===== src/rtl/objram_pkg.sv =====
/* Object table shared types */
`default_nettype none

package objram_pkg;

    // Word position inside one object entry, from address bits 2:1
    typedef enum logic [1:0] {
        FIELD_X    = 2'd0,
        FIELD_Y    = 2'd1,
        FIELD_CODE = 2'd2,
        FIELD_ATTR = 2'd3
    } obj_field_e;

    // One full entry as seen by the object engine
    typedef struct packed {
        logic [15:0] x;
        logic [15:0] y;
        logic [15:0] code;
        logic [15:0] attr;
    } obj_entry_t;

    // CPU table write, word address bits 13:1
    typedef struct packed {
        logic        cs;
        logic [ 1:0] dsn;
        logic [13:1] addr;
        logic [15:0] data;
    } cpu_req_t;

    // Configuration register write
    typedef struct packed {
        logic        cs;
        logic [ 1:0] dsn;
        logic [ 3:1] addr;
        logic [15:0] data;
    } cfg_req_t;

    // Single RAM write, bank bit on top of the entry index
    typedef struct packed {
        obj_field_e  field;
        logic [10:0] bank_addr;
        logic [ 1:0] be;
        logic [15:0] data;
    } ram_wr_t;

    // Global position offsets
    typedef struct packed {
        logic [9:0] off_x;
        logic [8:0] off_y;
    } obj_offset_t;

    localparam logic [3:1] XOFF_REG = 3'd4;
    localparam logic [3:1] YOFF_REG = 3'd5;

    // Hardware bias removed from written offsets
    localparam logic [9:0] X_BIAS = 10'h040;
    localparam logic [8:0] Y_BIAS = 9'h010;

endpackage

`default_nettype wire


===== src/rtl/objram_obj_read.sv =====
/* Object engine read port */
`timescale 1ns/1ns
`default_nettype none

module objram_obj_read #(
    parameter int AW = 13
) (
    input  wire logic                   clk_cpu,
    input  wire logic                   rst,
    input  wire logic                   obj_rd,
    input  wire logic [AW-4:0]          obj_idx,
    output logic      [AW-4:0]          rd_addr,
    input  wire objram_pkg::obj_entry_t rd_entry,
    output logic                        obj_valid,
    output objram_pkg::obj_entry_t      obj_entry
);

    // Request seen by the RAM this cycle, data due next edge
    logic rd_pend;

    // Index goes straight to the RAM read port
    assign rd_addr = obj_idx;

    // Two-stage valid, RAM read then output register
    always_ff @(posedge clk_cpu or posedge rst) begin
        if (rst) begin
            rd_pend   <= 1'b0;
            obj_valid <= 1'b0;
        end else begin
            rd_pend   <= obj_rd;
            obj_valid <= rd_pend;
        end
    end

    // Output register, loaded only when RAM data is for a request
    always_ff @(posedge clk_cpu) begin
        if (rd_pend) begin
            obj_entry <= rd_entry;
        end
    end

    // Entry handed to the engine is fully known whenever flagged valid
    entry_known: assert property (
        @(posedge clk_cpu) disable iff (rst) obj_valid |-> !$isunknown(obj_entry)
    );

endmodule

`default_nettype wire


===== config.mk =====
export PLATFORM = sky130hd
export DESIGN_NAME = objram_obj_read
export DESIGN_NICKNAME = d
export VERILOG_FILES = /design/src/rtl/objram_pkg.sv /design/src/rtl/objram_obj_read.sv
export SDC_FILE = /design/constraint.sdc
export NUM_CORES = 1
export LEC_CHECK = 0
export ABC_AREA = 1
export BUFFER_PORTS_ARGS = -buffer_cell sky130_fd_sc_hd__buf_2
export CORE_MARGIN = 2
export CORE_UTILIZATION = 35
export CTS_BUF_LIST = sky130_fd_sc_hd__clkbuf_4 sky130_fd_sc_hd__clkbuf_8
export CTS_CLUSTER_SIZE = 30
export DETAILED_ROUTE_END_ITERATION = 8
export PLACE_DENSITY_LB_ADDON = 0.15
export SLEW_MARGIN = 10
export SYNTH_ARGS = -nofsm -noshare
export SYNTH_HDL_FRONTEND = slang
export SYNTH_SLANG_ARGS = --single-unit

===== constraint.sdc =====
create_clock -name clk_cpu -period 2.4 [get_ports clk_cpu]
set_input_delay 0.6 -clock clk_cpu [delete_from_list [all_inputs] [get_ports clk_cpu]]
set_output_delay 0.6 -clock clk_cpu [all_outputs]
set_load 0.02 [all_outputs]

Word level (Yosys, flattened, before mapping). Index checks and enable logic that the tools add are counted.

Register bits after elaboration: 66. Bits of input ports: 77.

Depth between registers and ports, before layout. Gate-level depths: netlist of the first run.

Depth after elaboration: 0. Gate-level depth with buffers: 1.

Worst setup path before layout of the first run. Ideal clock, no wire load.

Path kind: reg-to-reg. Start point: reg rd_pend. End point: reg obj_entry[0] in the netlist's numbering (enable). Slack: 0.380 ns. Stages on the path, launching flop included: 1. Period minus slack after synthesis: 2.020 ns. Setup time: 0.422 ns. Arrival: 1.599 ns. Path through: dfrtp_1.

RTL lines: start: declaration (RTL line objram_obj_read.sv:19) `logic rd_pend;`; start signal: assignment (RTL line objram_obj_read.sv:30) `rd_pend <= obj_rd;`; end signal: assignment (RTL line objram_obj_read.sv:38) `obj_entry <= rd_entry;`; end: declaration (RTL line objram_obj_read.sv:15) `output objram_pkg::obj_entry_t obj_entry`.

No word-level cell between the ends.

Final worst setup path of the first run.
Start point: reg obj_entry[58] in the netlist's numbering. End point: out obj_entry[58] in the netlist's numbering.

No word-level cell between the ends.

==> results of run 1 <==
## power groups by stage
stage          Combinational, mW  Sequential, mW  Clock [mW]
3_3_place_gp               0.200            1.38           0
5_1_grt                    0.213            1.37       0.945
3_5_place_dp               0.203            1.39           0
2_1_floorplan             0.0250            1.47           0
4_1_cts                    0.203            1.36       0.886
6_report                   0.199            1.36       0.859
## per-layer routing
| metal | global-route usage | routed length (µm) |
|---|---|---|
| met5 | 0 | 0 |
| met1 | 0.126 | 1450 |
| met4 | 0.0712 | 42 |
| met3 | 0.0820 | 631 |
| met2 | 0.213 | 2110 |
## final cells by class
class / count / area (µm²) / share of cell area
repair buffers: 133 / 683 / 0.232
well taps: 72 / 90.1 / 0.0307
clock buffers: 10 / 131 / 0.0447
clock inverters: 6 / 57.6 / 0.0196
flip-flops and latches: 66 / 1970 / 0.671
inverters: 1 / 3.75 / 0.00128
## registers in the layout, indices dropped and copies added (netlist names)
| signal | flops |
|---|---|
| obj_valid | 1 |
| obj_entry | 64 |
| rd_pend | 1 |
## how the worst min path moves through the flow
stage / depth (start not counted) / from / end / slack [ps]
floorplan: 1 / rst / obj_valid / 340
detailed placement: 2 / rst / obj_valid / 460
CTS: 2 / rst / rd_pend / 100
global route: 2 / rst / rd_pend / 100
finish: 2 / rst / rd_pend / 120
global placement: 2 / rst / obj_valid / 450
## cells in the final DEF, fill, tap and decap left out, drive strengths merged
master | synthesis | routed
buf | 10 | 133
bufinv | 0 | 1
clkbuf | 0 | 10
clkinv | 0 | 3
clkinvlp | 0 | 2
dfrtp | 2 | 2
edfxtp | 64 | 64
inv | 1 | 1
## logic make-up (layout without fill, tap and decap cells)
| group | after synthesis | in the layout | synth area share |
|---|---|---|---|
| flops | 66 | 66 | 0.962 |
| buf+inv | 11 | 150 | 0.0384 |
## cell usage after synthesis
cell       n  share of area
buf_4     10          0.037
dfrtp_1    2          0.024
edfxtp_1  64           0.94
inv_1      1         0.0018
==> reports/summary.txt, run 1 <==
post-synthesis sequential area ratio: 0.962
clock sink total: 66
stages on the worst setup path: 1
fin. max-slew vios: 0
Pwr Density: 823 mW/mm²
Clock transition at path regs: 70 ps
die area: 0.00649 mm²
slowest stage delay, CP: 390 ps
DR iter-0 viols: 52
#MultiIn Comb: 0
Post-Syn Instances: 77
number of core rows: 27
Starting Density: 0.368
r2r worst-path depth: 1
headroom to the max-slew limit: 0.495
sequential share of power: 0.563
Post-Route WL: 4240 µm
final instance area: 0.00294 mm²
Post-DRT Antenna Nets: 0
layout cell share with drive strength beyond 1: 0.685
RR Endpoint: obj_entry[14]
FF-to-FF setup slack: 940 ps
crit path buf inv count: 1
pre-CTS WS: 944 ps
Data arrival, critical path: 870 ps
Hold Path Class: in -> async
maximum vdd drop: 0.430 mV
Area Growth Syn to Fin: 43.3%
reg2reg start: rd_pend
Critical-path top delay cell: edfxtp_1
Final Cycle Share: 0.614
Leakage Power: 1.27 nW
H-tree levels: 3
crit path capture type: primary output
CTS Buffer Depth: 2
Final setup viols: 0
status: finished clean
FMAX: 678 MHz
Cell Area, Placed: 0.00275 mm²
maximum number of pins on one net before global-route repair: 36
CORE AREA: 0.00557 mm²
startpoint types: flop
Synth Warn #: 0
gp weighted congestion: 0.677
chip height: 80.5 µm
Port Buffers: 131
initial antenna violation count: 0
ANT cells: 0
RSZ-0062 raised after global routing: false
num ports: 152
internal power: 1.90 mW
Synth Cell Area: 0.00205 mm²
crit path capture: obj_entry[58]
Hold Worst Slack: 118 ps
DR WL/cell: 14.7 µm
routed vias/inst: 4.22
Final nets: 288
post-CTS sizing: 0
Post-route DRC: 0
Final Hold Fails: 0
synthesized net count: 154
Final WS setup: 926 ps
Final Power: 2.42 mW
post-synth cell types: 4
Final Skew: 7.69 ps
clock power share: 0.355
Setup TNS Final: 0 ps
GRT Util Overall: 0.131
post-route insts no fill: 288
drt pass-1 iters: 4
filler instances: 477
first-pass GRT wire length: 5920 µm
minimum clock period after layout: 1470 ps
Final Util: 0.527
CP startpoint: obj_entry[58]
WS Path Type: reg -> out
Skew-Pair Late Insertion Delay: 320 ps
Cells after DPL: 272
CP Max Fanout: 1
CTS Hold Bufs: 0
syn_area_per_cell: 26.6 µm²
chip width: 80.5 µm
Slew @ Worst Pin: 757 ps
combinational fraction of design power: 0.082
vias in the first global route: 1257
Post-CTS Setup Bufs: 0
total grt overflow: 0
MaxCap Viol Count: 0
cell family with most CP delay: flip-flops
CTS buffer count: 9
Root Driver: clkbuf_8
multi-input logic area: 0 µm²
CTS tree: done
routed vias: 1216
number of synthesized register bits: 66
P_sw: 0.522 mW
Switching Share: 0.216
Worst EP required: 1800 ps
worst path cell trace: buf_2
Note: power is estimated with default switching activity, not from simulation.
==> run 2, diff against run 1 <==
==> constraint.sdc (replaced) <==
create_clock -name clk_cpu -period 1.2 [get_ports clk_cpu]
set_input_delay 0.3 -clock clk_cpu [delete_from_list [all_inputs] [get_ports clk_cpu]]
set_output_delay 0.3 -clock clk_cpu [all_outputs]
set_load 0.02 [all_outputs]
==> run 2 against run 1 <==
Against the previous run:
- flip-flop and latch count unchanged
- register-to-register slack worse by 720 ps
- clock power rose by 120%
- critical endpoint is now obj_entry[5]
- largest cell class unchanged
==> reports/summary.txt, run 2 (synthesis results as in run 1) <==
status: finished clean
clock sink total: 66 (unchanged)
cell family with most CP delay: flip-flops
MaxCap Viol Count: 0 (unchanged)
gp weighted congestion: 0.649 (-4.1%)
Leakage Power: 1.32 nW (+3.2%)
Root Driver: clkbuf_8
maximum vdd drop: 0.799 mV (+86%)
Final WS setup: 17.1 ps (-909 ps)
max reg flops: 64 (unchanged)
Final Cycle Share: 0.986
startpoint types: flop
maximum number of pins on one net before global-route repair: 27 (-25%)
most common cell after layout, fill and taps aside: buf_2
Cell Area, Placed: 0.00277 mm² (+0.82%)
num ports: 152 (unchanged)
Hold Path Class: in -> reg
Port Buffers: 131 (unchanged)
CORE AREA: 0.00557 mm² (unchanged)
filler instances: 480 (+0.63%)
routed vias/inst: 4.16 (-1.5%)
Data arrival, critical path: 880 ps (about the same)
Largest Register: obj_entry
CTS tree: done
crit path buf inv count: 1 (unchanged)
die area: 0.00649 mm² (unchanged)
total grt overflow: 0 (unchanged)
Final setup viols: 0 (unchanged)
CTS Buffer Depth: 2 (unchanged)
H-tree levels: 3 (unchanged)
Slew @ Worst Pin: 187 ps (-569 ps)
slowest stage delay, CP: 400 ps (about the same)
Clock transition at path regs: 60 ps (about the same)
commonest cells after routing, fill and taps aside: buf_2 (125), edfxtp_1 (64), clkbuf_8 (9)
#MultiIn Comb: 0 (unchanged)
chip height: 80.5 µm (unchanged)
Final Skew: 6.81 ps (-0.883 ps)
DR WL/cell: 13.7 µm (-6.6%)
chip width: 80.5 µm (unchanged)
Final Util: 0.543 (+0.0157)
multi-input logic area: 0 µm² (unchanged)
final instance area: 0.00303 mm² (+3.0%)
Post-CTS Setup Bufs: 0 (unchanged)
headroom to the max-slew limit: 0.875 (+0.380)
Pwr Density: 1670 mW/mm² (+100%)
Area Growth Syn to Fin: 47.6%
Worst EP required: 900 ps (-900 ps)
Final Power: 5.05 mW (+110%)
crit path capture type: primary output
FMAX: 845 MHz
layout cell share with drive strength beyond 1: 0.682 (-0.00316)
Final Hold Fails: 0 (unchanged)
CTS buffer count: 9 (unchanged)
Final nets: 290 (+0.69%)
vias in the first global route: 1247 (-0.80%)
Starting Density: 0.368 (unchanged)
GRT Util Overall: 0.126 (-0.00468)
pre-CTS WS: 206 ps (-738 ps)
fin. max-slew vios: 0 (unchanged)
Post-route DRC: 0 (unchanged)
minimum clock period after layout: 1180 ps
Post-DRT Antenna Nets: 0 (unchanged)
RSZ-0062 raised after global routing: true
CP Max Fanout: 1 (unchanged)
first-pass GRT wire length: 5700 µm (-3.7%)
DR iter-0 viols: 35 (-33%)
sequential cell area: 0.00198 mm² (+0.13%)
WS Path Type: reg -> out
ANT cells: 0 (unchanged)
Setup TNS Final: 0 ps (unchanged)
Skew-Pair Late Insertion Delay: 320 ps (about the same)
largest registers: obj_entry: 64 flops, obj_valid: 1 flops, rd_pend: 1 flops
Hold Worst Slack: 76.6 ps (-41.1 ps)
number of core rows: 27 (unchanged)
worst path cell trace: buf_6
Critical-path top delay cell: edfxtp_1
routed vias: 1202 (-1.2%)
initial antenna violation count: 0 (unchanged)
Post-Route WL: 3970 µm (-6.3%)
drt pass-1 iters: 4 (unchanged)
Cells after DPL: 273 (+0.37%)
post-route insts no fill: 289 (+0.35%)
==> run 2: timing repair <==
action	CTS	global route
pin swaps	0	0
hold buffers	1	0
endpoints found under the hold margin	2	0
setup endpoints to repair	1	8
resized for setup	2	10
==> run 2: final timing paths <==
kind | slack (ps) | endpoint | startpoint | cells after the start
setup / recovery | 20 | obj_entry[5] | obj_entry[5] | 1
hold / removal | 80 | rd_pend | obj_rd | 1
setup reg to reg | 220 | obj_entry[0] | rd_pend | 1
hold reg to reg | 750 | obj_valid | rd_pend | 1
max in group asynchronous | 720 | rd_pend | rst | 3
min in group asynchronous | 360 | obj_valid | rst | 3
==> run 2: cell type report <==
class,count,share of cell area
flip-flops and latches,66,0.653
repair buffers,135,0.248
clock buffers,11,0.0459
well taps,72,0.0298
clock inverters,4,0.0223
inverters,1,0.00124
==> run 2: per-layer routing <==
| metal | track usage | wire (µm) | vias up |
|---|---|---|---|
| met2 | 0.198 | 1920 | 93 |
| met3 | 0.0652 | 556 | 8 |
| met1 | 0.126 | 1400 | 542 |
| li1 | - | - | 559 |
| met4 | 0.0949 | 92 | 0 |
| met5 | 0 | 0 | - |
==> run 2: power by group <==
| part | switching [mW] | internal, mW |
|---|---|---|
| Sequential | 0.0314 | 2.67 |
| Combinational | 0.259 | 0.179 |
| Clock | 0.722 | 1.19 |
