### config.mk
export PLATFORM = sky130hd
export DESIGN_NAME = objram_cfg_regs
export DESIGN_NICKNAME = d
export VERILOG_FILES = /design/src/rtl/objram_pkg.sv /design/src/rtl/objram_cfg_regs.sv
export SDC_FILE = /design/constraint.sdc
export NUM_CORES = 1
export LEC_CHECK = 0
export BUFFER_PORTS_ARGS = -buffer_cell sky130_fd_sc_hd__buf_2
export CAP_MARGIN = 20
export CORE_MARGIN = 10
export CORE_UTILIZATION = 32
export CTS_CLUSTER_DIAMETER = 100
export DETAILED_ROUTE_END_ITERATION = 6
export PLACE_DENSITY = 0.65
export SYNTH_ARGS = -nofsm -noshare
export SYNTH_HDL_FRONTEND = slang
export SYNTH_SLANG_ARGS = --single-unit
export TNS_END_PERCENT = 1
### constraint.sdc
create_clock -name clk_cpu -period 4.25 [get_ports clk_cpu]
set_input_delay 0.2125 -clock clk_cpu [delete_from_list [all_inputs] [get_ports clk_cpu]]
set_output_delay 0.2125 -clock clk_cpu [all_outputs]
set_load 0.02 [all_outputs]
### src/rtl/objram_pkg.sv
/* Object table shared types */
`default_nettype none

package objram_pkg;

    // Word position inside one object entry, from address bits 2:1
    typedef enum logic [1:0] {
        FIELD_X    = 2'd0,
        FIELD_Y    = 2'd1,
        FIELD_CODE = 2'd2,
        FIELD_ATTR = 2'd3
    } obj_field_e;

    // One full entry as seen by the object engine
    typedef struct packed {
        logic [15:0] x;
        logic [15:0] y;
        logic [15:0] code;
        logic [15:0] attr;
    } obj_entry_t;

    // CPU table write, word address bits 13:1
    typedef struct packed {
        logic        cs;
        logic [ 1:0] dsn;
        logic [13:1] addr;
        logic [15:0] data;
    } cpu_req_t;

    // Configuration register write
    typedef struct packed {
        logic        cs;
        logic [ 1:0] dsn;
        logic [ 3:1] addr;
        logic [15:0] data;
    } cfg_req_t;

    // Single RAM write, bank bit on top of the entry index
    typedef struct packed {
        obj_field_e  field;
        logic [10:0] bank_addr;
        logic [ 1:0] be;
        logic [15:0] data;
    } ram_wr_t;

    // Global position offsets
    typedef struct packed {
        logic [9:0] off_x;
        logic [8:0] off_y;
    } obj_offset_t;

    localparam logic [3:1] XOFF_REG = 3'd4;
    localparam logic [3:1] YOFF_REG = 3'd5;

    // Hardware bias removed from written offsets
    localparam logic [9:0] X_BIAS = 10'h040;
    localparam logic [8:0] Y_BIAS = 9'h010;

endpackage

`default_nettype wire

### src/rtl/objram_cfg_regs.sv
/* Object offset registers */
`timescale 1ns/1ns
`default_nettype none

module objram_cfg_regs (
    input  wire logic                   clk_cpu,
    input  wire logic                   rst,
    input  wire objram_pkg::cfg_req_t   cfg_req,
    output objram_pkg::obj_offset_t     offsets
);

    logic       wr_x;
    logic       wr_y;
    logic [9:0] merged_x;
    logic [8:0] merged_y;
    logic [9:0] next_x;
    logic [8:0] next_y;

    // Register decode
    assign wr_x = cfg_req.cs && (cfg_req.addr == objram_pkg::XOFF_REG);
    assign wr_y = cfg_req.cs && (cfg_req.addr == objram_pkg::YOFF_REG);

    // Lane merge, disabled lanes keep the current value
    // Upper lane only holds bits 9:8 of X
    assign merged_x = {
        cfg_req.dsn[1] ? offsets.off_x[9:8] : cfg_req.data[9:8],
        cfg_req.dsn[0] ? offsets.off_x[7:0] : cfg_req.data[7:0]
    };

    // Only bit 8 of Y lives in the upper lane
    assign merged_y = {
        cfg_req.dsn[1] ? offsets.off_y[8]   : cfg_req.data[8],
        cfg_req.dsn[0] ? offsets.off_y[7:0] : cfg_req.data[7:0]
    };

    // Bias removal, wraps at register width
    assign next_x = merged_x - objram_pkg::X_BIAS;
    assign next_y = merged_y - objram_pkg::Y_BIAS;

    always_ff @(posedge clk_cpu or posedge rst) begin
        if (rst) begin
            offsets <= '0;
        end else begin
            if (wr_x) begin
                offsets.off_x <= next_x;
            end
            if (wr_y) begin
                offsets.off_y <= next_y;
            end
        end
    end

endmodule

`default_nettype wire

Yosys cells after proc, flatten, opt, wreduce, memory -nomap -nowiden:

Index checks and enable logic that the tools add are counted.
W data, S select, Z words.

* bits in registers: 19
* input bits: 24
* output and inout port bits: 19
* logic and storage cells: 12

* add/sub/neg operators: 2
* equality and inequality tests: 2
* mux-type cells: 4
* reduce and logical (&&, ||, !) cells: 2

Operators by type and width (count)
* $mux W8: 2
* $sub A10 B7 Y10 const B: 1
* $sub A9 B5 Y9 const B: 1
* $eq A3 B3 Y1 const B: 2
* $logic_and A1 B1 Y1: 2
* $mux W2: 1
* $mux W1: 1

Logic depth before layout (Yosys ltp):

Gate-level depths: netlist (run 1).

* word-level depth: 2
* mapped depth: 7
* mapped depth without buffers: 6

Least setup slack after synthesis (run 1):

No wires, ideal clock.

* path type: reg2reg
* start: register offsets[15] (netlist bit)
* end: register offsets[18] (netlist bit)
* setup time: 0.126 ns
* arrival: 1.431 ns
* required time: 4.124 ns
* path slack: 2.693 ns
* stages on the path, launching flop included: 5
* buffers on the path: 0
* cell sequence: dfrtp_1 > or3b_1 > a21oi_1 > xor2_1 > a221o_1

* cells in the longest elaborated chain, start to end: 2

Ends and longest elaborated chain
* from (decl): RTL line objram_cfg_regs.sv:9 `output objram_pkg::obj_offset_t offsets`
* $mux W8: RTL line objram_cfg_regs.sv:27 `cfg_req.dsn[0] ? offsets.off_x[7:0] : cfg_req.data[7:0]`
* $sub A10 B7 Y10: RTL line objram_cfg_regs.sv:37 `assign next_x = merged_x - objram_pkg::X_BIAS;`

Every way passes these cells.
A chain may end at the register's enable or synchronous reset.

Worst setup path in the final report (run 1):

Same ends and word-level chain as after synthesis.

==> flow_summary.json, run 1 <==
{
  "status": "completed",
  "dieArea_mm2": 0.00582,
  "stdcell_count": 175,
  "start_util_pct": 33.2,
  "setup_ws_ns": 2.69,
  "dp_hpwl_um": 2000,
  "finalSetupViolations": 0,
  "cts_tree": "done",
  "pre_cts_ws_ns": 2.44,
  "clkSinkCount": 19,
  "start_kind": "flop",
  "fillers": 336,
  "path_max_fanout": 4,
  "power-per-cell-area_mw_per_mm2": 459,
  "antennaDiodeCount": 0,
  "met3_usage_pct": 4.48,
  "cts_max_path_buffers": 2,
  "synthAdderAreaFrac_pct": 2.47,
  "worstMarginPinSlew_ns": 0.727,
  "synth_compound_area_share_pct": 10.9,
  "worstPathArrival_ns": 1.75,
  "ys_seq_area_share_pct": 46.9,
  "p_total_uw": 583,
  "grt_util_all_layers_pct": 8.52,
  "synth_top_area_share_pct": 46.9,
  "num_io_pins": 43,
  "drt-initial-drc-count": 36,
  "die_h_um": 76.3,
  "post-route-period-util_pct": 36.6,
  "hp-class": "in -> async",
  "top_regs": "offsets (19)",
  "drive_gt1_share_pct": 40.5,
  "route.vias.total": 846,
  "ys_types": 27,
  "ys.flop_type": "dfrtp_1",
  "regArea_um2": 475,
  "cp-end-kind": "flop",
  "top_register": "offsets",
  "globalplace.congestion": 0.796,
  "use_met1_pct": 10.4,
  "place_area_mm2": 0.00124,
  "port_buffers": 36,
  "yosys.area_share.simple_pct": 16.5,
  "final_nets": 158,
  "synth_edf_count": 0,
  "fin_skew_ns": 0.00156,
  "yosysWarnings": 0,
  "synthTopCellsByArea": "dfrtp_1 47%, mux2_2 12%, mux2i_1 6.9%, nor2_1 3.3%, nand2_1 2.6%",
  "netlist_instances": 93,
  "grt_pass1_vias": 875,
  "synth.most_common_cell": "dfrtp_1",
  "report.final.slew_viol_count": 0,
  "largest_reg_flops": 19,
  "routedWlPerCell_um": 14.2,
  "critical_path_class": "reg -> reg",
  "synth_top_area_cell": "dfrtp_1",
  "cts-htree-levels": 1,
  "grt_pass1_wl_um": 4110,
  "setup_tns_ns": 0,
  "cts_root_buf": "clkbuf_4",
  "slew_headroom_pct": 51.5,
  "muxShareOfSynthArea_pct": 19.1,
  "syn-num-nets": 119,
  "area_growth_pct": 25.3,
  "clkLatencyLatePin_ns": 0.30,
  "leakage_nw": 0.619,
  "synth_area_per_cell_um2": 10.9,
  "rows": 20,
  "cts_resized": 0,
  "hold_viol": 0,
  "max_freq_mhz": 642,
  "die_w_um": 76.3,
  "cts_hold_buf": 0,
  "ys_async_sr_fraction_pct": 100,
  "required_ns": 4.44,
  "cts_made_buffers": 3,
  "clk_pin_slew_worst_paths_ns": 0.11,
  "core_area_mm2": 0.00305,
  "fin_area_mm2": 0.00127,
  "peakVddDrop_mv": 0.211,
  "dr.pass1.iters": 4,
  "rsz0062_at_grt": "false",
  "dp_cells": 171,
  "synth_top_family_by_area": "multiplexers",
  "cap_violations": 0,
  "synthesis.area_mm2": 0.00101,
  "synth-xor-area-share_pct": 2.59,
  "grt_remaining_overflow": 0,
  "drc": 0,
  "ant_nets": 0,
  "grt.busiest_layer": "met2",
  "synth_seq_cells": 19,
  "synthTopCellsByCount": "19 x dfrtp_1, 11 x mux2_2, 9 x nor2_1",
  "antenna_found_initial": 0,
  "routed_wl_um": 2480,
  "cts_setup_buffers": 0,
  "fin_crit_ns": 1.56,
  "drt-vias-per-instance": 4.83,
  "multi_input_area_um2": 523,
  "grt_max_degree": 20,
  "grtUsageMet2_pct": 13.1
}
==> layout make-up <==
class | count | area share (%)
repair buffers | 36 | 14.2
inverters | 2 | 0.591
clock inverters | 1 | 0.591
flip-flops and latches | 19 | 37.4
clock buffers | 3 | 1.77
multi-input cells | 70 | 41.1
well taps | 44 | 4.33
==> routing by layer <==
layer	share of wire, %	up-vias	wire length (um)
met5	0	-	0
met4	0.36	0	9
met3	9.1	2	226
met2	44	28	1090
met1	47	403	1160
li1	-	413	-
==> path summary, 6_finish.rpt <==
path                              from     endpoint  slack (ns)  cells past startpoint
min in group clk_cpu        cfg_req[3]  offsets[12]        0.15                      2
setup / recovery           offsets[15]  offsets[18]        2.69                      4
hold / removal                     rst   offsets[6]        0.01                      2
setup reg to reg           offsets[15]  offsets[18]        2.69                      4
max in group asynchronous          rst  offsets[14]        3.78                      2
hold reg to reg            offsets[10]  offsets[10]        0.52                      1
==> worst max-delay path, stage by stage, from the launching register on <==
cell and delay, ns:
dfrtp_1 0.43, or3b_1 0.42, a21oi_1 0.19, xor2_1 0.09
a221o_1 0.33
==> kinds of logic after synthesis <==
| group | Yosys count |
|---|---|
| adders and majority gates | 2 |
| DFF | 19 |
| xor gates and xnor gates | 3 |
| muxes | 18 |
| AOI/OAI and AO/OA | 17 |
| buffers and inverters | 4 |
| and+or+nand+nor | 30 |
==> layout by cell type (no fill, tap or decap), drive strengths merged, types with 3 or more instances in the layout <==
cell type / n
buf: 36
dfrtp: 19
mux2: 11
nor2: 9
nand2: 7
mux2i: 7
a21oi: 6
o21ai: 5
or3: 3
xor2: 3
clkbuf: 3
==> per-stage QoR <==
step	hold slack (ns)	util [%]
detailed placement	0.365	40.7
global route	0.0362	41.6
CTS	0.0171	41.6
finish	0.0113	41.6
global placement	0.357	40.7
floorplan	0.164	-
==> power breakdown <==
| part | switching, mW | internal, mW |
|---|---|---|
| Clock | 0.0583 | 0.0358 |
| Combinational | 0.132 | 0.0930 |
| Sequential | 0.0359 | 0.228 |
| Total | 0.227 | 0.357 |
Note: power is estimated with default switching activity, not from simulation.
==> run 2, diff against run 1 <==
clock period = 1.56 ns   (was 4.25 ns; I/O delays follow)
==> run 2 against run 1 <==
  * Flip-flop and latch count is the same
  * Critical path depth is the same
  * Clock skew grew 0.0057 ns
  * Clock power grew to 2.8 times the previous value
  * Register-to-register slack lost 2.6 ns
  * Sequential power grew to 2.7 times the previous value
  * Global-route usage grew 0.84 points
  * Power grew to 2.8 times the previous value
  * Fmax grew 3.4%
  * Non-clock buffer count grew 4
  * Die area is the same
  * First-iteration DRC count shrank 5.6%
==> flow_summary.json, run 2 (same netlist as run 1, synthesis figures left out) <==
{
  "status": "completed",
  "die_w_um": 76.3,
  "top_register": "offsets",
  "clkLatencyLatePin_ns": 0.31,
  "hold_viol": 0,
  "slowest_stage": "dfrtp_1",
  "largest_reg_flops": 19,
  "fin_area_mm2": 0.00131,
  "drt-vias-per-instance": 4.92,
  "cp-end-kind": "flop",
  "num_io_pins": 43,
  "slew_headroom_pct": 50.9,
  "worstMarginPinSlew_ns": 0.736,
  "post-route-period-util_pct": 96.5,
  "cts-htree-levels": 1,
  "critical_path.top_delay_family": "compound AO/OA/AOI/OAI gates",
  "dieArea_mm2": 0.00582,
  "grt_util_all_layers_pct": 9.36,
  "rsz0062_at_grt": "true",
  "start_kind": "flop",
  "crit_chain": "or3b_1, a21oi_2, xor2_1, a221o_1",
  "final_common_cell": "buf_2",
  "rows": 20,
  "required_ns": 1.77,
  "power-per-cell-area_mw_per_mm2": 1230,
  "reg2reg_depth": 4,
  "clkSinkCount": 19,
  "cp.buffers_inverters": 0,
  "dr.pass1.iters": 3,
  "leakage_nw": 0.636,
  "grt_remaining_overflow": 0,
  "drive_gt1_share_pct": 43.0,
  "cts_root_buf": "clkbuf_4",
  "place_area_mm2": 0.00126,
  "seqPwrFrac_pct": 44.6,
  "report.final.slew_viol_count": 0,
  "cap_violations": 0,
  "cts_max_path_buffers": 2,
  "max_freq_mhz": 664,
  "antenna_found_initial": 0,
  "clk_pin_slew_worst_paths_ns": 0.12,
  "worstSetupPathDepth": 4,
  "swShare_pct": 39.1,
  "switchingPower_uw": 629,
  "globalplace.congestion": 0.768,
  "routed_wl_um": 2550,
  "grt_max_degree": 20,
  "core_area_mm2": 0.00305,
  "start_util_pct": 33.2,
  "hp-class": "in -> reg",
  "cts_tree": "done",
  "fin_skew_ns": 0.00727,
  "clkPwrFrac_pct": 16.5,
  "finalSetupViolations": 0,
  "drc": 0,
  "p_int_uw": 978,
  "hold_depth": 2,
  "peakVddDrop_mv": 0.552,
  "worstPathArrival_ns": 1.71,
  "critical_path_class": "reg -> reg",
  "port_buffers": 36,
  "area_growth_pct": 29.1,
  "top_regs": "offsets (19)",
  "route.vias.total": 881,
  "final_nets": 162,
  "die_h_um": 76.3,
  "final_cell_mix": "36 x buf_2, 19 x dfrtp_1, 11 x mux2_2, 9 x nor2_1",
  "fin_crit_ns": 1.51,
  "dp_hpwl_um": 2090,
  "drt-initial-drc-count": 34,
  "path_max_fanout": 4,
  "routedWlPerCell_um": 14.2,
  "antennaDiodeCount": 0,
  "grt_pass1_wl_um": 4580,
  "p_total_mw": 1.61,
  "ant_nets": 0,
  "grt_pass1_vias": 1012,
  "cts_made_buffers": 3,
  "crit_path_max_incr_delay_ns": 0.43,
  "pwr-share-comb_pct": 38.9
}
[run 2: cell types whose count changed in the layout (fill, tap and decap cells not counted)]
cell and change:
a21oi_1 -1, a21oi_2 +1, buf_4 +3, dlygate4sd3_1 +1, ha_1 -1, ha_2 +1
o21ai_0 -1, o21ai_1 +1
[run 2: area by class of cell]
type | count | area, um^2
clock inverter | 1 | 7.51
timing repair buffer | 40 | 213
clock buffer | 3 | 22.5
sequential | 19 | 475
inverter | 2 | 7.51
fill | 338 | 1740
tap | 44 | 55.1
multi-input combinational | 70 | 529
[run 2: power groups by stage]
stage,combinational [mW],clock [mW],sequential (mW)
after CTS,0.638,0.276,0.719
final,0.625,0.265,0.717
after floorplan,0.238,0,0.881
after global routing,0.700,0.296,0.747
after global placement,0.617,0,0.719
after detailed placement,0.633,0,0.729
[run 2: final timing paths]
| path | from | endpoint | slack (ns) |
|---|---|---|---|
| max | offsets[15] | offsets[18] | 0.05 |
| min | cfg_req[3] | offsets[12] | 0.01 |
| max reg2reg | offsets[15] | offsets[18] | 0.05 |
| min reg2reg | offsets[10] | offsets[10] | 0.51 |
| max in group asynchronous | rst | offsets[1] | 0.67 |
| min in group asynchronous | rst | offsets[15] | 0.43 |
[run 2: per-layer routing]
layer / GRT usage, % / wire length, um / vias up
met4: 0.558 / 0 / 0
met3: 4.72 / 219 / 0
li1: - / - / 422
met5: 0 / 0 / -
met2: 16.2 / 1230 / 29
met1: 10.5 / 1100 / 430
[run 2: timing repair]
action,in CTS,in global routing
gates resized for setup,0,3
endpoints found under the setup margin,0,3
buffers inserted,0,0
hold buffers,1,0
endpoints found under the hold margin,19,0
[run 2: metrics by stage]
stage / utilization [%] / hold WS [ns] / setup TNS, ns / std cells / worst slack (ns)
floorplan: - / 0.0291 / 0 / 93 / 0.00276
global placement: 41.4 / 0.225 / 0 / 174 / 0.0685
detailed placement: 41.4 / 0.249 / 0 / 174 / 0.0473
CTS: 42.7 / 0.000490 / 0 / 179 / 0.0284
global route: 42.9 / 0.00193 / -0.0338 / 179 / -0.0255
finish: 42.9 / 0.0139 / 0 / 179 / 0.0542
==> run 3, diff against run 2 <==
CELL_PAD_IN_SITES_DETAIL_PLACEMENT = 2   (was default)
CELL_PAD_IN_SITES_GLOBAL_PLACEMENT = 2   (was default)
CORE_UTILIZATION = 27   (was 32)
PLACE_DENSITY = 0.84   (was 0.65)
==> run 3 against run 2 <==
  * First-iteration DRC count is 15% lower
  * Clock power is 35% higher
  * Critical path depth stayed put
  * Cell count is 4.5% higher
  * Setup slack worse by 0.012 ns
  * Sequential share of layout area is 1.6 points lower
  * Fmax is 0.77% lower
  * Count of clock-buffer cells in the layout stayed put
  * Combinational power is 8.8% higher
  * Non-clock buffer count is 4 higher
  * Routed wire length is 30% higher
  * Largest cell class unchanged
  * Largest power group unchanged
  * Highest routed layer is now met4
==> flow_summary.json, run 3 (same netlist as run 1, synthesis figures left out) <==
{
  "status": "completed",
  "port_buffers": 36,
  "ant_nets": 0,
  "critical_path_class": "reg -> reg",
  "max_freq_mhz": 659,
  "routed_wl_um": 3330,
  "grt_util_all_layers_pct": 10.6,
  "cts-htree-levels": 1,
  "core_area_mm2": 0.00366,
  "antennaDiodeCount": 0,
  "globalplace.congestion": 0.747,
  "antenna_found_initial": 0,
  "die_h_um": 81.3,
  "p_total_mw": 1.76,
  "leakage_nw": 0.662,
  "hold_viol": 0,
  "path_max_fanout": 4,
  "top_regs": "offsets (19)",
  "peakVddDrop_mv": 0.474,
  "report.final.slew_viol_count": 0,
  "worstMarginPinSlew_ns": 0.393,
  "hp-class": "in -> reg",
  "die_w_um": 81.3,
  "dr.pass1.iters": 2,
  "cts_root_buf": "clkbuf_8",
  "start_kind": "flop",
  "route.vias.total": 907,
  "finalSetupViolations": 0,
  "routedWlPerCell_um": 17.8,
  "rows": 22,
  "required_ns": 1.71,
  "drive_gt1_share_pct": 47.5,
  "worstPathArrival_ns": 1.67,
  "final_common_cell": "buf_2",
  "drt-initial-drc-count": 29,
  "start_util_pct": 27.7,
  "dieArea_mm2": 0.00661,
  "final_util_pct": 37.5,
  "cts_made_buffers": 3,
  "fin_hold_ws_ns": 0.0576,
  "cts_tree": "done",
  "area_growth_pct": 35.1,
  "post-route-period-util_pct": 97.3,
  "rsz0062_at_grt": "true",
  "fillers": 408,
  "largest_reg_flops": 19,
  "top_register": "offsets",
  "final_cell_mix": "36 x buf_2, 19 x dfrtp_1, 11 x mux2_2, 9 x nor2_1",
  "fin_crit_ns": 1.52,
  "power-per-cell-area_mw_per_mm2": 1290,
  "final_nets": 166,
  "clkSinkCount": 19,
  "drc": 0,
  "slew_headroom_pct": 73.7,
  "fin_skew_ns": 0.00466,
  "num_io_pins": 43,
  "grt_max_degree": 20,
  "cp-end-kind": "flop",
  "grt_pass1_vias": 1107,
  "clk_pin_slew_worst_paths_ns": 0.08,
  "cts_max_path_buffers": 2,
  "grt_pass1_wl_um": 5360,
  "clkLatencyLatePin_ns": 0.26,
  "drt-vias-per-instance": 4.85,
  "dp_hpwl_um": 2710,
  "cap_violations": 0,
  "grt_remaining_overflow": 0
}
[run 3: cell count changes in the layout (fill, tap and decap cells not counted), sizes merged]
cell	change
clkinvlp	-1
buf	+4
clkinv	+1
[run 3: critical path, cell delays in order (launching register included)]
cell	delay, ns
dfrtp_1	0.41
or3b_1	0.44
a21oi_2	0.17
xor2_1	0.08
a221o_1	0.31
[run 3: per-layer routing]
layer / GRT usage (%) / part of all wire [%] / vias to the layer above
met5: 0 / 0 / -
met1: 9.20 / 34 / 453
met3: 4.86 / 8.7 / 5
met4: 3.63 / 1.1 / 0
met2: 20.6 / 56 / 22
li1: - / - / 427
[run 3: worst paths after layout]
path | end | cells after the start | startpoint | slack, ns
setup / recovery | offsets[18] | 4 | offsets[15] | 0.04
hold / removal | offsets[1] | 2 | cfg_req[1] | 0.06
setup reg to reg | offsets[18] | 4 | offsets[15] | 0.04
hold reg to reg | offsets[0] | 1 | offsets[0] | 0.51
max in group asynchronous | offsets[6] | 4 | rst | 0.95
min in group asynchronous | offsets[1] | 4 | rst | 0.40
[run 3: repair_timing]
item,4_1_cts,5_1_grt
resized for setup,0,7
hold buffers,1,0
setup endpoints to repair,0,3
setup buffers,0,2
endpoints found under the hold margin,19,0
[run 3: metrics by stage]
step / setup TNS (ns) / setup slack [ns] / cells / area (um^2)
after global placement: 0 / 0.0567 / 180 / 1280
after detailed placement: 0 / 0.0143 / 180 / 1280
after floorplan: 0 / 0.00276 / 93 / 1010
final: 0 / 0.0425 / 187 / 1370
after CTS: 0 / 0.000219 / 185 / 1340
after global routing: -0.0288 / -0.0164 / 187 / 1370
[run 3: layout make-up]
cell class | instances | area (um^2) | share of cell area [%]
clock buffers | 3 | 41.3 | 3.01
clock inverters | 1 | 5.00 | 0.365
inverters | 2 | 7.51 | 0.547
multi-input cells | 70 | 539 | 39.3
flip-flops and latches | 19 | 475 | 34.7
well taps | 48 | 60.1 | 4.38
repair buffers | 44 | 243 | 17.7
[run 3: power breakdown]
| group | switching [mW] | leakage [nW] | internal (mW) |
|---|---|---|---|
| registers | 0.106 | 0.230 | 0.621 |
| clock network | 0.179 | 0.0255 | 0.178 |
| logic | 0.394 | 0.406 | 0.286 |
| total | 0.679 | 0.662 | 1.08 |
