$ cat src/rtl/objram_pkg.sv
/* Object table shared types */
`default_nettype none

package objram_pkg;

    // Word position inside one object entry, from address bits 2:1
    typedef enum logic [1:0] {
        FIELD_X    = 2'd0,
        FIELD_Y    = 2'd1,
        FIELD_CODE = 2'd2,
        FIELD_ATTR = 2'd3
    } obj_field_e;

    // One full entry as seen by the object engine
    typedef struct packed {
        logic [15:0] x;
        logic [15:0] y;
        logic [15:0] code;
        logic [15:0] attr;
    } obj_entry_t;

    // CPU table write, word address bits 13:1
    typedef struct packed {
        logic        cs;
        logic [ 1:0] dsn;
        logic [13:1] addr;
        logic [15:0] data;
    } cpu_req_t;

    // Configuration register write
    typedef struct packed {
        logic        cs;
        logic [ 1:0] dsn;
        logic [ 3:1] addr;
        logic [15:0] data;
    } cfg_req_t;

    // Single RAM write, bank bit on top of the entry index
    typedef struct packed {
        obj_field_e  field;
        logic [10:0] bank_addr;
        logic [ 1:0] be;
        logic [15:0] data;
    } ram_wr_t;

    // Global position offsets
    typedef struct packed {
        logic [9:0] off_x;
        logic [8:0] off_y;
    } obj_offset_t;

    localparam logic [3:1] XOFF_REG = 3'd4;
    localparam logic [3:1] YOFF_REG = 3'd5;

    // Hardware bias removed from written offsets
    localparam logic [9:0] X_BIAS = 10'h040;
    localparam logic [8:0] Y_BIAS = 9'h010;

endpackage

`default_nettype wire

$ cat src/rtl/objram_cpu_write.sv
/* CPU write path */
`timescale 1ns/1ns
`default_nettype none

module objram_cpu_write #(
    parameter int AW = 13
) (
    input  wire logic                    clk_cpu,
    input  wire logic                    rst,
    input  wire objram_pkg::cpu_req_t    cpu_req,
    input  wire logic                    obank,
    input  wire objram_pkg::obj_offset_t offsets,
    output logic                         ok,
    output objram_pkg::ram_wr_t          ram_wr,
    output logic                         wr_en
);

    objram_pkg::obj_field_e field;
    logic [AW-3:0]          bank_addr;
    logic [15:0]            data_adj;

    // Word select within the entry
    assign field = objram_pkg::obj_field_e'(cpu_req.addr[2:1]);

    // Top address bit picks the visible or hidden bank
    // obank flips which physical bank that is
    assign bank_addr = {obank ^ cpu_req.addr[13], cpu_req.addr[AW-1:3]};

    // Position words get the global offset removed
    always_comb begin
        data_adj = cpu_req.data;
        case (field)
            objram_pkg::FIELD_X: begin
                data_adj[9:0] = cpu_req.data[9:0] - offsets.off_x;
            end
            objram_pkg::FIELD_Y: begin
                data_adj[8:0] = cpu_req.data[8:0] - offsets.off_y;
            end
            default: begin
                data_adj = cpu_req.data;
            end
        endcase
    end

    // Acknowledge, also the RAM write strobe
    always_ff @(posedge clk_cpu or posedge rst) begin
        if (rst) begin
            ok <= 1'b0;
        end else begin
            ok <= cpu_req.cs;
        end
    end

    assign wr_en = ok;

    // Write payload held for the RAM cycle
    always_ff @(posedge clk_cpu) begin
        if (cpu_req.cs) begin
            ram_wr.field     <= field;
            ram_wr.bank_addr <= bank_addr;
            ram_wr.be        <= ~cpu_req.dsn;
            ram_wr.data      <= data_adj;
        end
    end

    // Every RAM write carries a fully known payload
    write_payload_known: assert property (
        @(posedge clk_cpu) disable iff (rst) wr_en |-> !$isunknown(ram_wr)
    );

endmodule

`default_nettype wire

$ cat config.mk
export PLATFORM = sky130hd
export DESIGN_NAME = objram_cpu_write
export DESIGN_NICKNAME = d
export VERILOG_FILES = /design/src/rtl/objram_pkg.sv /design/src/rtl/objram_cpu_write.sv
export SDC_FILE = /design/constraint.sdc
export NUM_CORES = 1
export LEC_CHECK = 0
export BUFFER_PORTS_ARGS = -buffer_cell sky130_fd_sc_hd__buf_2
export CAP_MARGIN = 20
export CELL_PAD_IN_SITES_DETAIL_PLACEMENT = 0
export CELL_PAD_IN_SITES_GLOBAL_PLACEMENT = 1
export CORE_MARGIN = 2
export CORE_UTILIZATION = 38
export CTS_CLUSTER_DIAMETER = 60
export DETAILED_ROUTE_END_ITERATION = 8
export PLACE_DENSITY = 0.9
export SLEW_MARGIN = 20
export SYNTH_ARGS = -nofsm -noshare
export SYNTH_HDL_FRONTEND = slang
export SYNTH_SLANG_ARGS = --single-unit
$ cat constraint.sdc
create_clock -name clk_cpu -period 1.4 [get_ports clk_cpu]
set_input_delay 0 -clock clk_cpu [delete_from_list [all_inputs] [get_ports clk_cpu]]
set_output_delay 0 -clock clk_cpu [all_outputs]
set_load 0.005 [all_outputs]
**After elaboration in Yosys (flattened, before gate mapping)**

Index checks and enable logic that the tools add are counted.

- Register bits after elaboration: 32
- Input port bits: 54

- $add $sub $neg: 2
- Bitwise operators: 2
- Mux-type cells: 2
- Reduce and logical (&&, ||, !) cells: 1
- Eq/ne operators: 1

Operator list:

| operator | count |
|---|---|
| 9-bit one-hot mux with 2 select lines | 1 |
| 10-bit subtractor | 1 |
| 9-bit subtractor | 1 |
| 2-bit by 1-bit == test with 1-bit output (second input constant) | 1 |
| 2-bit zero test | 1 |
| 2-bit NOT | 1 |
| 1-bit two-way mux | 1 |
| 1-bit bitwise XOR | 1 |

**Logic depth before layout (Yosys ltp)**

Gate-level depths: netlist (run 1).

- Word-level depth: 2
- Gate-level depth with buffers: 10

**Least setup slack after synthesis (run 1)**

OpenSTA, ideal clock, no wires.

- Kind: in2reg
- Start point: input port cpu_req[0] in the netlist's numbering
- End point: register ram_wr[6] in the netlist's numbering, data pin
- Setup slack: -430 ps
- Stages on the path: 10
- Arrival time: 1559 ps
- Buffers on the path: 0
- Path through: inv_1 > ha_1 > inv_1 > fa_1 > a211o_1 > o211ai_1 > nand2b_1 > a21oi_1 > xor2_1 > o221ai_1

- Cells in the longest elaborated chain, start to end: 2
- Elaborated cells on any way between the ends: 3

RTL lines:

| element | line | RTL |
|---|---|---|
| start, declared | objram_cpu_write.sv:10 | `input wire objram_pkg::cpu_req_t cpu_req,` |
| 10-bit subtractor or 9-bit subtractor (tied branches) | objram_cpu_write.sv:34, objram_cpu_write.sv:37 |  |
| 9-bit one-hot mux with 2 select lines * | objram_cpu_write.sv:32 | `case (field)` |
| net data_adj[6] | objram_cpu_write.sv:20 | `logic [15:0] data_adj;` |
| end, declared | objram_cpu_write.sv:14 | `output objram_pkg::ram_wr_t ram_wr,` |

Mark *: on every way through the listed nets, which the timed path passes. The rest lies on a longest branch.
A chain may end at the register's enable or synchronous reset.

**Final worst setup path (run 1)**

Ends and elaborated chain as after synthesis.

==> metrics.md, run 1 <==
| Metric | Value |
|---|---|
| Outcome | `complete, but fails checks` |
| Failing checks | `setup timing` |
| Buffers on Ports | `86` |
| DR vias | `1773` |
| Initial antenna violation count | `0` |
| Worst hold path class | `primary input to flip-flop` |
| Peak VDD IR | `0.605 mV` |
| Tcrit/Tclk final | `1.13` |
| H-Tree Level Count | `2` |
| Slew headroom | `0.745` |
| DRT antenna net count | `0` |
| # IOs | `87` |
| Die Ht | `75.1 microns` |
| Fin Setup TNS | `-0.437 ns` |
| Rows | `25` |
| CP Class | `primary input to flip-flop` |
| Synth cell types | `38` |
| Number of max-cap violations | `0` |
| Ratio of cells with drive above 1 in the final layout | `0.519` |
| Leakage | `1.48 nW` |
| Slowest cell on crit path | `fa_2` |
| Final hold violations | `0` |
| Core Box Area | `0.00479 sq mm` |
| WL final | `4.97 mm` |
| Initial Utilization | `0.401` |
| Minimum clock period | `1.59 ns` |
| Placed cell count | `344` |
| Psw | `0.000721 W` |
| GPL Wtd Cong | `0.972` |
| Vias/cell | `4.73` |
| Initial detailed-routing violation count | `49` |
| Post-Synthesis Cells | `167` |
| Synth Cell Area | `0.00192 sq mm` |
| Worst EP arrival | `1.59 ns` |
| Reg power frac | `0.408` |
| Clk root buf | `clkbuf_8` |
| Die width | `75.1 microns` |
| Internal | `0.00217 W` |
| Detailed Place HPWL | `3.61 mm` |
| Comb power frac | `0.305` |
| TritonCTS clock tree | `done` |
| Die Area | `0.00564 sq mm` |
| Power Density | `890 mW/mm^2` |
| Tightest Pin Transition | `0.383 ns` |
| Count of pins over their slew limit | `0` |
| Fillers | `356` |
| Area Growth Syn to Fin | `68.8%` |
| RSZ-0062 raised after global routing | `true` |
| Post-synthesis area per instance | `11.5 sq um` |
| Worst setup EP type | `flip-flop` |
| First-pass GRT wire length | `7.31 mm` |
| HP Start | `cpu_req[9]` |
| Drc violations | `0` |
| Synth Register Bits | `32` |
| Crit-path cells | `buf_8 -> inv_12 -> ha_4 -> inv_2 -> fa_2 -> a211o_1 -> o211ai_1 -> nand2b_1 -> a21oi_2 -> xor2_1 -> o221ai_1` |
| Synth Net Count | `240` |
| Routed len/inst | `13.2 microns` |
| Largest net degree at the start of global routing | `33` |
| FMAX | `631 MHz` |
| Final Setup Violations | `4` |
| Crit-path max cell delay | `0.33 ns` |
| Total CTS buffers | `5` |
| WHS Path Cells | `2` |
| Share of total power in the clock network | `0.287` |
| YS warnings | `0` |
| Congestion Overflow GR | `0` |
| Number of nets in the layout | `380` |
| Setup slack after layout | `-0.186 ns` |
| Clk pin slew, worst setup/hold paths | `0.06 ns` |
| Sw Ratio | `0.250` |
| CP startpoint kind | `primary input` |
| All-Layer GR Usage | `0.169` |
| Fin cells | `375` |
| Iteration count of the initial detailed-routing pass | `4` |
| Vias in the first global route | `1654` |
| Diodes inserted | `0` |
| Post-synthesis sequential area ratio | `0.498` |
| Clock sinks | `32` |
| Required time worst endpoint | `1.41 ns` |
| Hold endpoint | `ram_wr[9]$_DFFE_PP_` |
| CP Max Fanout | `3` |
| Longest Clk Path Bufs | `2` |
## timing repair
action | 4_1_cts | 5_1_grt
hold buffers | 19 | 0
resized for setup | 13 | 17
setup buffers | 3 | 1
endpoints found under the hold margin | 19 | 0
pin swaps | 12 | 14
endpoints found under the setup margin | 6 | 6
## metal layers
metal  part of all wire  routed length, microns  vias to the layer above  GRT usage
li1                   -                       -                      876          -
met1               0.42                    2110                      816      0.209
met2               0.48                    2390                       73      0.302
met3              0.082                     406                        8     0.0361
met4              0.012                      58                        0     0.0397
met5                  0                       0                        -          0
## critical path, delay by kind of cell
| kind | cells | cell delay, ns |
|---|---|---|
| AOI/OAI and AO/OA | 4 | 0.68 |
| adders and majority gates | 2 | 0.45 |
| buffers and inverters | 3 | 0.19 |
| xor gates and xnor gates | 1 | 0.15 |
| and+or+nand+nor | 1 | 0.11 |
## through the flow
step / setup slack [ns] / instance area [sq um] / hold slack, ns / util / total power [W]
2_1_floorplan: -0.334 / 2030 / -0.271 / - / 0.00158
4_1_cts: -0.185 / 3110 / 0.0111 / 0.650 / 0.00284
5_1_grt: -0.274 / 3240 / 0.0322 / 0.677 / 0.00303
3_5_place_dp: -0.628 / 2730 / -0.163 / 0.571 / 0.00192
3_3_place_gp: -0.587 / 2730 / -0.166 / 0.571 / 0.00191
6_report: -0.186 / 3240 / 0.0207 / 0.677 / 0.00289
## synthesized netlist by cell type
cell type,number,share of area
mux2i_1,3,0.016
inv_1,23,0.045
o221ai_1,2,0.0091
a21oi_2,1,0.0046
nand2_1,10,0.020
o211ai_1,2,0.0078
o2111a_2,1,0.0065
and3_1,1,0.0033
edfxtp_1,31,0.48
o21a_1,2,0.0078
fa_1,2,0.021
nand2b_1,4,0.013
nor2_1,8,0.016
a211o_1,1,0.0046
o41ai_2,1,0.0085
a41oi_2,1,0.0085
a211oi_1,1,0.0039
xnor2_1,9,0.041
nand3b_1,2,0.0078
mux2_2,2,0.012
a21o_1,3,0.012
nand3_1,4,0.010
a31oi_1,2,0.0065
ha_1,17,0.11
a21oi_1,8,0.021
nor2b_1,3,0.0098
or2_2,1,0.0033
nor2b_2,1,0.0046
nor3_2,1,0.0052
o22ai_1,1,0.0033
clkbuf_1,2,0.0039
xor2_1,6,0.027
o2111ai_1,1,0.0046
dfrtp_1,1,0.013
nor4_1,1,0.0033
buf_4,1,0.0039
o21ai_0,5,0.013
nor3_1,2,0.0052
## how the worst max path moves through the flow
stage                    start                   to
global placement    cpu_req[0]  ram_wr[6]$_DFFE_PP_
CTS                 cpu_req[0]  ram_wr[6]$_DFFE_PP_
detailed placement  cpu_req[0]  ram_wr[6]$_DFFE_PP_
finish              cpu_req[0]  ram_wr[6]$_DFFE_PP_
global route        cpu_req[0]  ram_wr[6]$_DFFE_PP_
floorplan           cpu_req[0]  ram_wr[6]$_DFFE_PP_
## cells in the final DEF (no fill, tap or decap), drive strengths merged, types with 2 or more instances in the layout
master,netlist,layout
nor2b,4,4
o221ai,2,2
o211ai,2,2
edfxtp,31,31
a21o,3,3
clkbuf,2,6
nand3,4,4
inv,23,23
nand2b,4,4
o21ai,5,5
mux2i,3,3
xor2,6,6
buf,1,117
nor2,8,8
mux2,2,2
a21oi,9,9
nor3,3,3
nand3b,2,2
ha,17,17
dlygate4sd3,0,19
o21a,2,2
fa,2,2
xnor2,9,9
a31oi,2,2
nand2,10,10
## power groups by stage
stage | Sequential, W | Combinational [W] | Clock, W
after floorplan | 0.00121 | 0.000366 | 0
after global placement | 0.00119 | 0.000716 | 0
after detailed placement | 0.00120 | 0.000728 | 0
after CTS | 0.00118 | 0.000808 | 0.000851
after global routing | 0.00119 | 0.000966 | 0.000880
final | 0.00118 | 0.000880 | 0.000827
## state kept, by name, summed over array words and instances, names as in the netlist
signal  flops
ram_wr     31
ok          1
## final cells by class
type / count / area, sq um / area share
multi-input cells: 109 / 1100 / 0.338
flip-flops and latches: 32 / 956 / 0.295
repair buffers: 136 / 886 / 0.273
inverters: 23 / 111 / 0.0343
well taps: 67 / 83.8 / 0.0259
clock buffers: 6 / 72.6 / 0.0224
clock inverters: 2 / 35.0 / 0.0108
## cells by family (layout without fill, tap and decap cells)
logic type | Yosys count | count (layout) | synth area share
and+or+nand+nor | 38 | 38 | 0.101
AOI/OAI and AO/OA | 32 | 32 | 0.121
DFF | 32 | 32 | 0.498
buffers and inverters | 26 | 167 | 0.0528
adders and majority gates | 19 | 19 | 0.132
xor gates and xnor gates | 15 | 15 | 0.0684
muxes | 5 | 5 | 0.0274
Power figures use the tool's default switching activity.
==> run 2, diff against run 1 <==
--- a/config.mk
+++ b/config.mk
@@ -10,10 +10,10 @@
 export CELL_PAD_IN_SITES_DETAIL_PLACEMENT = 0
 export CELL_PAD_IN_SITES_GLOBAL_PLACEMENT = 1
 export CORE_MARGIN = 2
-export CORE_UTILIZATION = 38
+export CORE_UTILIZATION = 35
 export CTS_CLUSTER_DIAMETER = 60
 export DETAILED_ROUTE_END_ITERATION = 8
-export PLACE_DENSITY = 0.9
+export PLACE_DENSITY = 0.84
 export SLEW_MARGIN = 20
 export SYNTH_ARGS = -nofsm -noshare
 export SYNTH_HDL_FRONTEND = slang
==> constraint.sdc (replaced) <==
create_clock -name clk_cpu -period 1.57 [get_ports clk_cpu]
set_input_delay 0 -clock clk_cpu [delete_from_list [all_inputs] [get_ports clk_cpu]]
set_output_delay 0 -clock clk_cpu [all_outputs]
set_load 0.005 [all_outputs]
==> run 2 against run 1 <==
Effect of this change:
- the flow still finishes with violations (setup timing)
- die area grew 8.1%
- via count decreased by 5.1%
- clock power rose by 1%
- sequential share of layout area up 2.1 points
- core utilization shrank 9.6 points
- global-route usage fell by 1.2 points
- cell area is 6.7% lower
- hold slack lost 0.0061 ns
- largest cell class is now registers
- largest power group unchanged
- highest routed layer unchanged
==> metrics.md, run 2 (synthesis gave the netlist of run 1 again) <==
| Metric | Value |
|---|---|
| Die Area | `0.00610 sq mm` |
| # IOs | `87` |
| Core Box Area | `0.00520 sq mm` |
| Total CTS buffers | `5` |
| FMAX | `633 MHz` |
| Worst hold path class | `primary input to flip-flop` |
| Detailed Place HPWL | `3.57 mm` |
| Tcrit/Tclk final | `1.01` |
| Count of pins over their slew limit | `0` |
| Diodes inserted | `0` |
| Routed len/inst | `12.8 microns` |
| Commonest cells after routing, fill and taps aside | `buf_2, edfxtp_1, buf_4, inv_1, dlygate4sd3_1` |
| Initial Utilization | `0.369` |
| Worst setup EP type | `flip-flop` |
| Vias in the first global route | `1634` |
| Minimum clock period | `1.58 ns` |
| Final Util | `0.581` |
| Iteration count of the initial detailed-routing pass | `4` |
| Crit-path max cell delay | `0.36 ns` |
| All-Layer GR Usage | `0.157` |
| Crit-path cells | `buf_12 -> inv_12 -> ha_4 -> inv_2 -> fa_2 -> a211o_1 -> o211ai_1 -> nand2b_1 -> a21oi_2 -> xor2_1 -> o221ai_1` |
| WHS Path Cells | `2` |
| Fin cells | `372` |
| Max reg flops | `31` |
| Number of max-cap violations | `0` |
| H-Tree Level Count | `2` |
| DRT antenna net count | `0` |
| GPL Wtd Cong | `0.877` |
| Failing checks | `setup timing` |
| Power Density | `848 mW/mm^2` |
| Top Metal Used | `met4` |
| Initial antenna violation count | `0` |
| Rows | `26` |
| First-pass GRT wire length | `7.45 mm` |
| Number of nets in the layout | `374` |
| Required time worst endpoint | `1.59 ns` |
| Placed cell count | `343` |
| TritonCTS clock tree | `done` |
| Largest regs | `ram_wr (31), ok (1)` |
| Pre-CTS WS | `-0.439 ns` |
| Die width | `78.1 microns` |
| Leakage | `1.43 nW` |
| Clk root buf | `clkbuf_8` |
| Final hold violations | `0` |
| WL final | `4.75 mm` |
| Storage element area | `956 sq um` |
| Peak VDD IR | `0.375 mV` |
| Slowest cell on crit path | `fa_2` |
| CP startpoint kind | `primary input` |
| Vias/cell | `4.52` |
| Commonest non-fill, non-tap cell in the layout | `buf_2` |
| Routed wl met3 | `364 microns` |
| Outcome | `complete, but fails checks` |
| Fillers | `453` |
| Largest net degree at the start of global routing | `33` |
| Area Growth Syn to Fin | `57.5%` |
| Multi-input gate area | `923 sq um` |
| DR vias | `1682` |
| Setup slack after layout | `-0.00855 ns` |
| Worst EP arrival | `1.59 ns` |
| CP Max Fanout | `3` |
| Drc violations | `0` |
| Ratio of cells with drive above 1 in the final layout | `0.460` |
| Slew headroom | `0.549` |
| Congestion Overflow GR | `0` |
| Clock sinks | `32` |
| CP Class | `primary input to flip-flop` |
| Wl on met1 | `2.15 mm` |
| Reg with most FFs | `ram_wr` |
| Buffers on Ports | `86` |
| Initial detailed-routing violation count | `114` |
| Clk pin slew, worst setup/hold paths | `0.06 ns` |
| Longest Clk Path Bufs | `2` |
| RSZ-0062 raised after global routing | `true` |
| Die Ht | `78.1 microns` |
| Final Setup Violations | `1` |
| Tightest Pin Transition | `0.676 ns` |
| Met2 wire length | `2.15 mm` |
[run 2: cell types whose count changed in the layout (fill, tap and decap cells not counted), sizes merged]
cell,previous run,this run
buf,117,111
clkbuf,6,7
clkinv,1,0
[run 2: report_power, final]
group          total (W)  switching [W]  internal, W
combinational   0.000679       0.000312     0.000368
clock           0.000835       0.000276     0.000559
sequential       0.00105      0.0000184      0.00103
total            0.00256       0.000606      0.00196
[run 2: worst paths after layout]
path	from	end	slack, ns
worst min-delay path	cpu_req[9]	ram_wr[9]$_DFFE_PP_	0.01
min in group asynchronous	rst	ok$_DFF_PP0_	0.12
worst max-delay path	cpu_req[0]	ram_wr[6]$_DFFE_PP_	-0.009
max in group asynchronous	rst	ok$_DFF_PP0_	1.35
[run 2: cell type report]
class / count / share of cell area
clock buffer: 7 / 0.0319
clock inverter: 1 / 0.00993
inverter: 23 / 0.0335
multi-input combinational: 109 / 0.305
sequential: 32 / 0.316
tap: 70 / 0.0290
timing repair buffer: 130 / 0.274
[run 2: critical path, delay by kind of cell]
family | cells | cell delay, ns
xor+xnor | 1 | 0.15
compound gates | 4 | 0.66
buf+inv | 3 | 0.19
fa+ha+maj | 2 | 0.48
simple gates | 1 | 0.11
[run 2: per-stage QoR]
stage | hold slack [ns] | power [W] | TNS (ns) | cell area [sq um]
final | 0.0145 | 0.00256 | -0.00855 | 3020
after global routing | 0.0277 | 0.00271 | -0.218 | 3020
after detailed placement | -0.162 | 0.00168 | -1.65 | 2630
after floorplan | -0.271 | 0.00138 | -0.289 | 1960
after global placement | -0.167 | 0.00167 | -1.53 | 2630
after CTS | 0.00565 | 0.00257 | -0.0346 | 2960
[run 2: what timing repair did]
action	CTS	global route
buffers inserted	0	2
cloned	0	0
resized for setup	4	10
hold endpoints to repair	19	0
pin swaps	7	12
hold buffers	19	0
setup endpoints to repair	3	5
[run 2: routing by layer]
| metal | global-route usage | vias to the layer above |
|---|---|---|
| li1 | - | 863 |
| met1 | 0.196 | 734 |
| met2 | 0.266 | 76 |
| met3 | 0.0322 | 9 |
| met4 | 0.0667 | 0 |
| met5 | 0 | - |
==> run 3, diff against run 2 <==
--- a/config.mk
+++ b/config.mk
@@ -8,12 +8,14 @@
 export BUFFER_PORTS_ARGS = -buffer_cell sky130_fd_sc_hd__buf_2
 export CAP_MARGIN = 20
 export CELL_PAD_IN_SITES_DETAIL_PLACEMENT = 0
-export CELL_PAD_IN_SITES_GLOBAL_PLACEMENT = 1
+export CELL_PAD_IN_SITES_GLOBAL_PLACEMENT = 2
 export CORE_MARGIN = 2
-export CORE_UTILIZATION = 35
+export CORE_UTILIZATION = 28
 export CTS_CLUSTER_DIAMETER = 60
+export CTS_CLUSTER_SIZE = 12
 export DETAILED_ROUTE_END_ITERATION = 8
 export PLACE_DENSITY = 0.84
+export REMOVE_ABC_BUFFERS = 1
 export SLEW_MARGIN = 20
 export SYNTH_ARGS = -nofsm -noshare
 export SYNTH_HDL_FRONTEND = slang
==> run 3 against run 2 <==
Effect of this change:
- the flow still finishes with violations (setup timing)
- hold slack improved by 0.0055 ns
- power fell by 3.4%
- routed wire length rose by 0.70%
- global-route usage fell by 3.3 points
- die area rose by 24%
- sequential share of layout area rose by 0.10 points
- sequential power barely moved
- critical path depth did not move
- first-iteration DRC count fell by 60%
- setup slack got worse by 0.054 ns
- critical path type unchanged
- critical endpoint unchanged
- highest routed layer unchanged
==> metrics.md, run 3 (synthesis gave the netlist of run 1 again) <==
| Metric | Value |
|---|---|
| Vias/cell | `4.40` |
| Outcome | `complete, but fails checks` |
| WL final | `4.78 mm` |
| All-Layer GR Usage | `0.125` |
| RSZ-0062 raised after global routing | `true` |
| Final Setup Violations | `2` |
| First-pass GRT wire length | `7.27 mm` |
| Worst hold path class | `primary input to flip-flop` |
| Commonest non-fill, non-tap cell in the layout | `buf_2` |
| CP Class | `primary input to flip-flop` |
| Worst setup EP type | `flip-flop` |
| Ratio of cells with drive above 1 in the final layout | `0.458` |
| Commonest cells after routing, fill and taps aside | `buf_2, edfxtp_1, buf_4, inv_1, dlygate4sd3_1` |
| CP Max Fanout | `3` |
| Number of nets in the layout | `378` |
| Iteration count of the initial detailed-routing pass | `4` |
| Worst EP arrival | `1.65 ns` |
| Final hold violations | `0` |
| Congestion Overflow GR | `0` |
| Power Density | `822 mW/mm^2` |
| Die width | `86.8 microns` |
| Number of max-cap violations | `0` |
| CP startpoint kind | `primary input` |
| HP Start | `cpu_req[9]` |
| Minimum clock period | `1.63 ns` |
| Hold_ws | `0.0200 ns` |
| Tcrit/Tclk final | `1.04` |
| Max reg flops | `31` |
| Drc violations | `0` |
| Final Util | `0.449` |
| Initial antenna violation count | `0` |
| TritonCTS clock tree | `done` |
| H-Tree Level Count | `2` |
| Reg with most FFs | `ram_wr` |
| Design area | `0.00301 sq mm` |
| Required time worst endpoint | `1.58 ns` |
| Tightest Pin Transition | `0.388 ns` |
| Die Area | `0.00754 sq mm` |
| Vias in the first global route | `1707` |
| Setup slack after layout | `-0.0630 ns` |
| DRT antenna net count | `0` |
| Initial detailed-routing violation count | `46` |
| Total CTS buffers | `5` |
| Diodes inserted | `0` |
| Count of pins over their slew limit | `0` |
| Pre-CTS WS | `-0.494 ns` |
| Largest regs | `ram_wr (31), ok (1)` |
| Clk root buf | `clkbuf_8` |
| Core Box Area | `0.00672 sq mm` |
| GPL Wtd Cong | `0.884` |
| Area Growth Syn to Fin | `56.9%` |
| Peak VDD IR | `0.312 mV` |
| Rows | `30` |
| Largest net degree at the start of global routing | `33` |
| Clk pin slew, worst setup/hold paths | `0.06 ns` |
| Critical Path End | `ram_wr[6]$_DFFE_PP_` |
| Dpl cell area | `0.00264 sq mm` |
| DR vias | `1699` |
| # IOs | `87` |
| WHS Path Cells | `2` |
| Buffers on Ports | `86` |
| Leakage | `1.43 nW` |
| Routed len/inst | `12.4 microns` |
| Longest Clk Path Bufs | `2` |
| Initial Utilization | `0.286` |
| Die Ht | `86.8 microns` |
| Failing checks | `setup timing` |
| Detailed Place HPWL | `3.65 mm` |
| Slew headroom | `0.741` |
| Clock sinks | `32` |
| CP Launch Point | `cpu_req[0]` |
| FMAX | `612 MHz` |
[run 3: critical path, cell delays in order]
cell	delay (ns)
buf_6	0.10
inv_4	0.06
ha_4	0.12
inv_2	0.03
fa_2	0.33
a211o_1	0.26
o211ai_1	0.15
nand2b_1	0.13
a21oi_2	0.17
xor2_1	0.18
o221ai_1	0.12
[run 3: metal layers]
layer / global-route usage / up-vias / part of all wire
met5: 0 / - / 0
met1: 0.139 / 756 / 0.44
li1: - / 872 / -
met2: 0.222 / 63 / 0.48
met4: 0.0611 / 0 / 0.022
met3: 0.0267 / 8 / 0.061
[run 3: power by group]
group	internal (W)	switching (W)
sequential	0.00103	0.0000165
combinational	0.000370	0.000313
clock	0.000470	0.000279
total	0.00187	0.000608
[run 3: final cells by class]
| class | count | area, sq um |
|---|---|---|
| clock buffer | 6 | 72.6 |
| clock inverter | 2 | 35.0 |
| fill | 634 | 3700 |
| inverter | 23 | 88.8 |
| multi-input combinational | 109 | 917 |
| sequential | 32 | 956 |
| tap | 80 | 100 |
| timing repair buffer | 134 | 845 |
[run 3: per-stage QoR]
step           total power (W)  cells  setup TNS [ns]
3_3_place_gp           0.00167    357           -1.75
4_1_cts                0.00249    385         -0.0623
3_5_place_dp           0.00168    357           -1.87
5_1_grt                0.00262    386          -0.269
2_1_floorplan          0.00137    164          -0.583
6_report               0.00248    386         -0.0674
[run 3: how the worst min path moves through the flow]
stage | end | slack (ns)
2_1_floorplan | ok$_DFF_PP0_ | -0.27
3_5_place_dp | ok$_DFF_PP0_ | -0.16
4_1_cts | ram_wr[9]$_DFFE_PP_ | 0.02
6_report | ram_wr[9]$_DFFE_PP_ | 0.02
3_3_place_gp | ok$_DFF_PP0_ | -0.17
5_1_grt | ram_wr[9]$_DFFE_PP_ | 0.01
[run 3: repair_timing]
item,CTS,global route
hold buffers,19,0
setup buffers,1,1
gates resized for setup,10,4
endpoints found under the setup margin,4,5
hold endpoints to repair,19,0
pin swaps,11,13
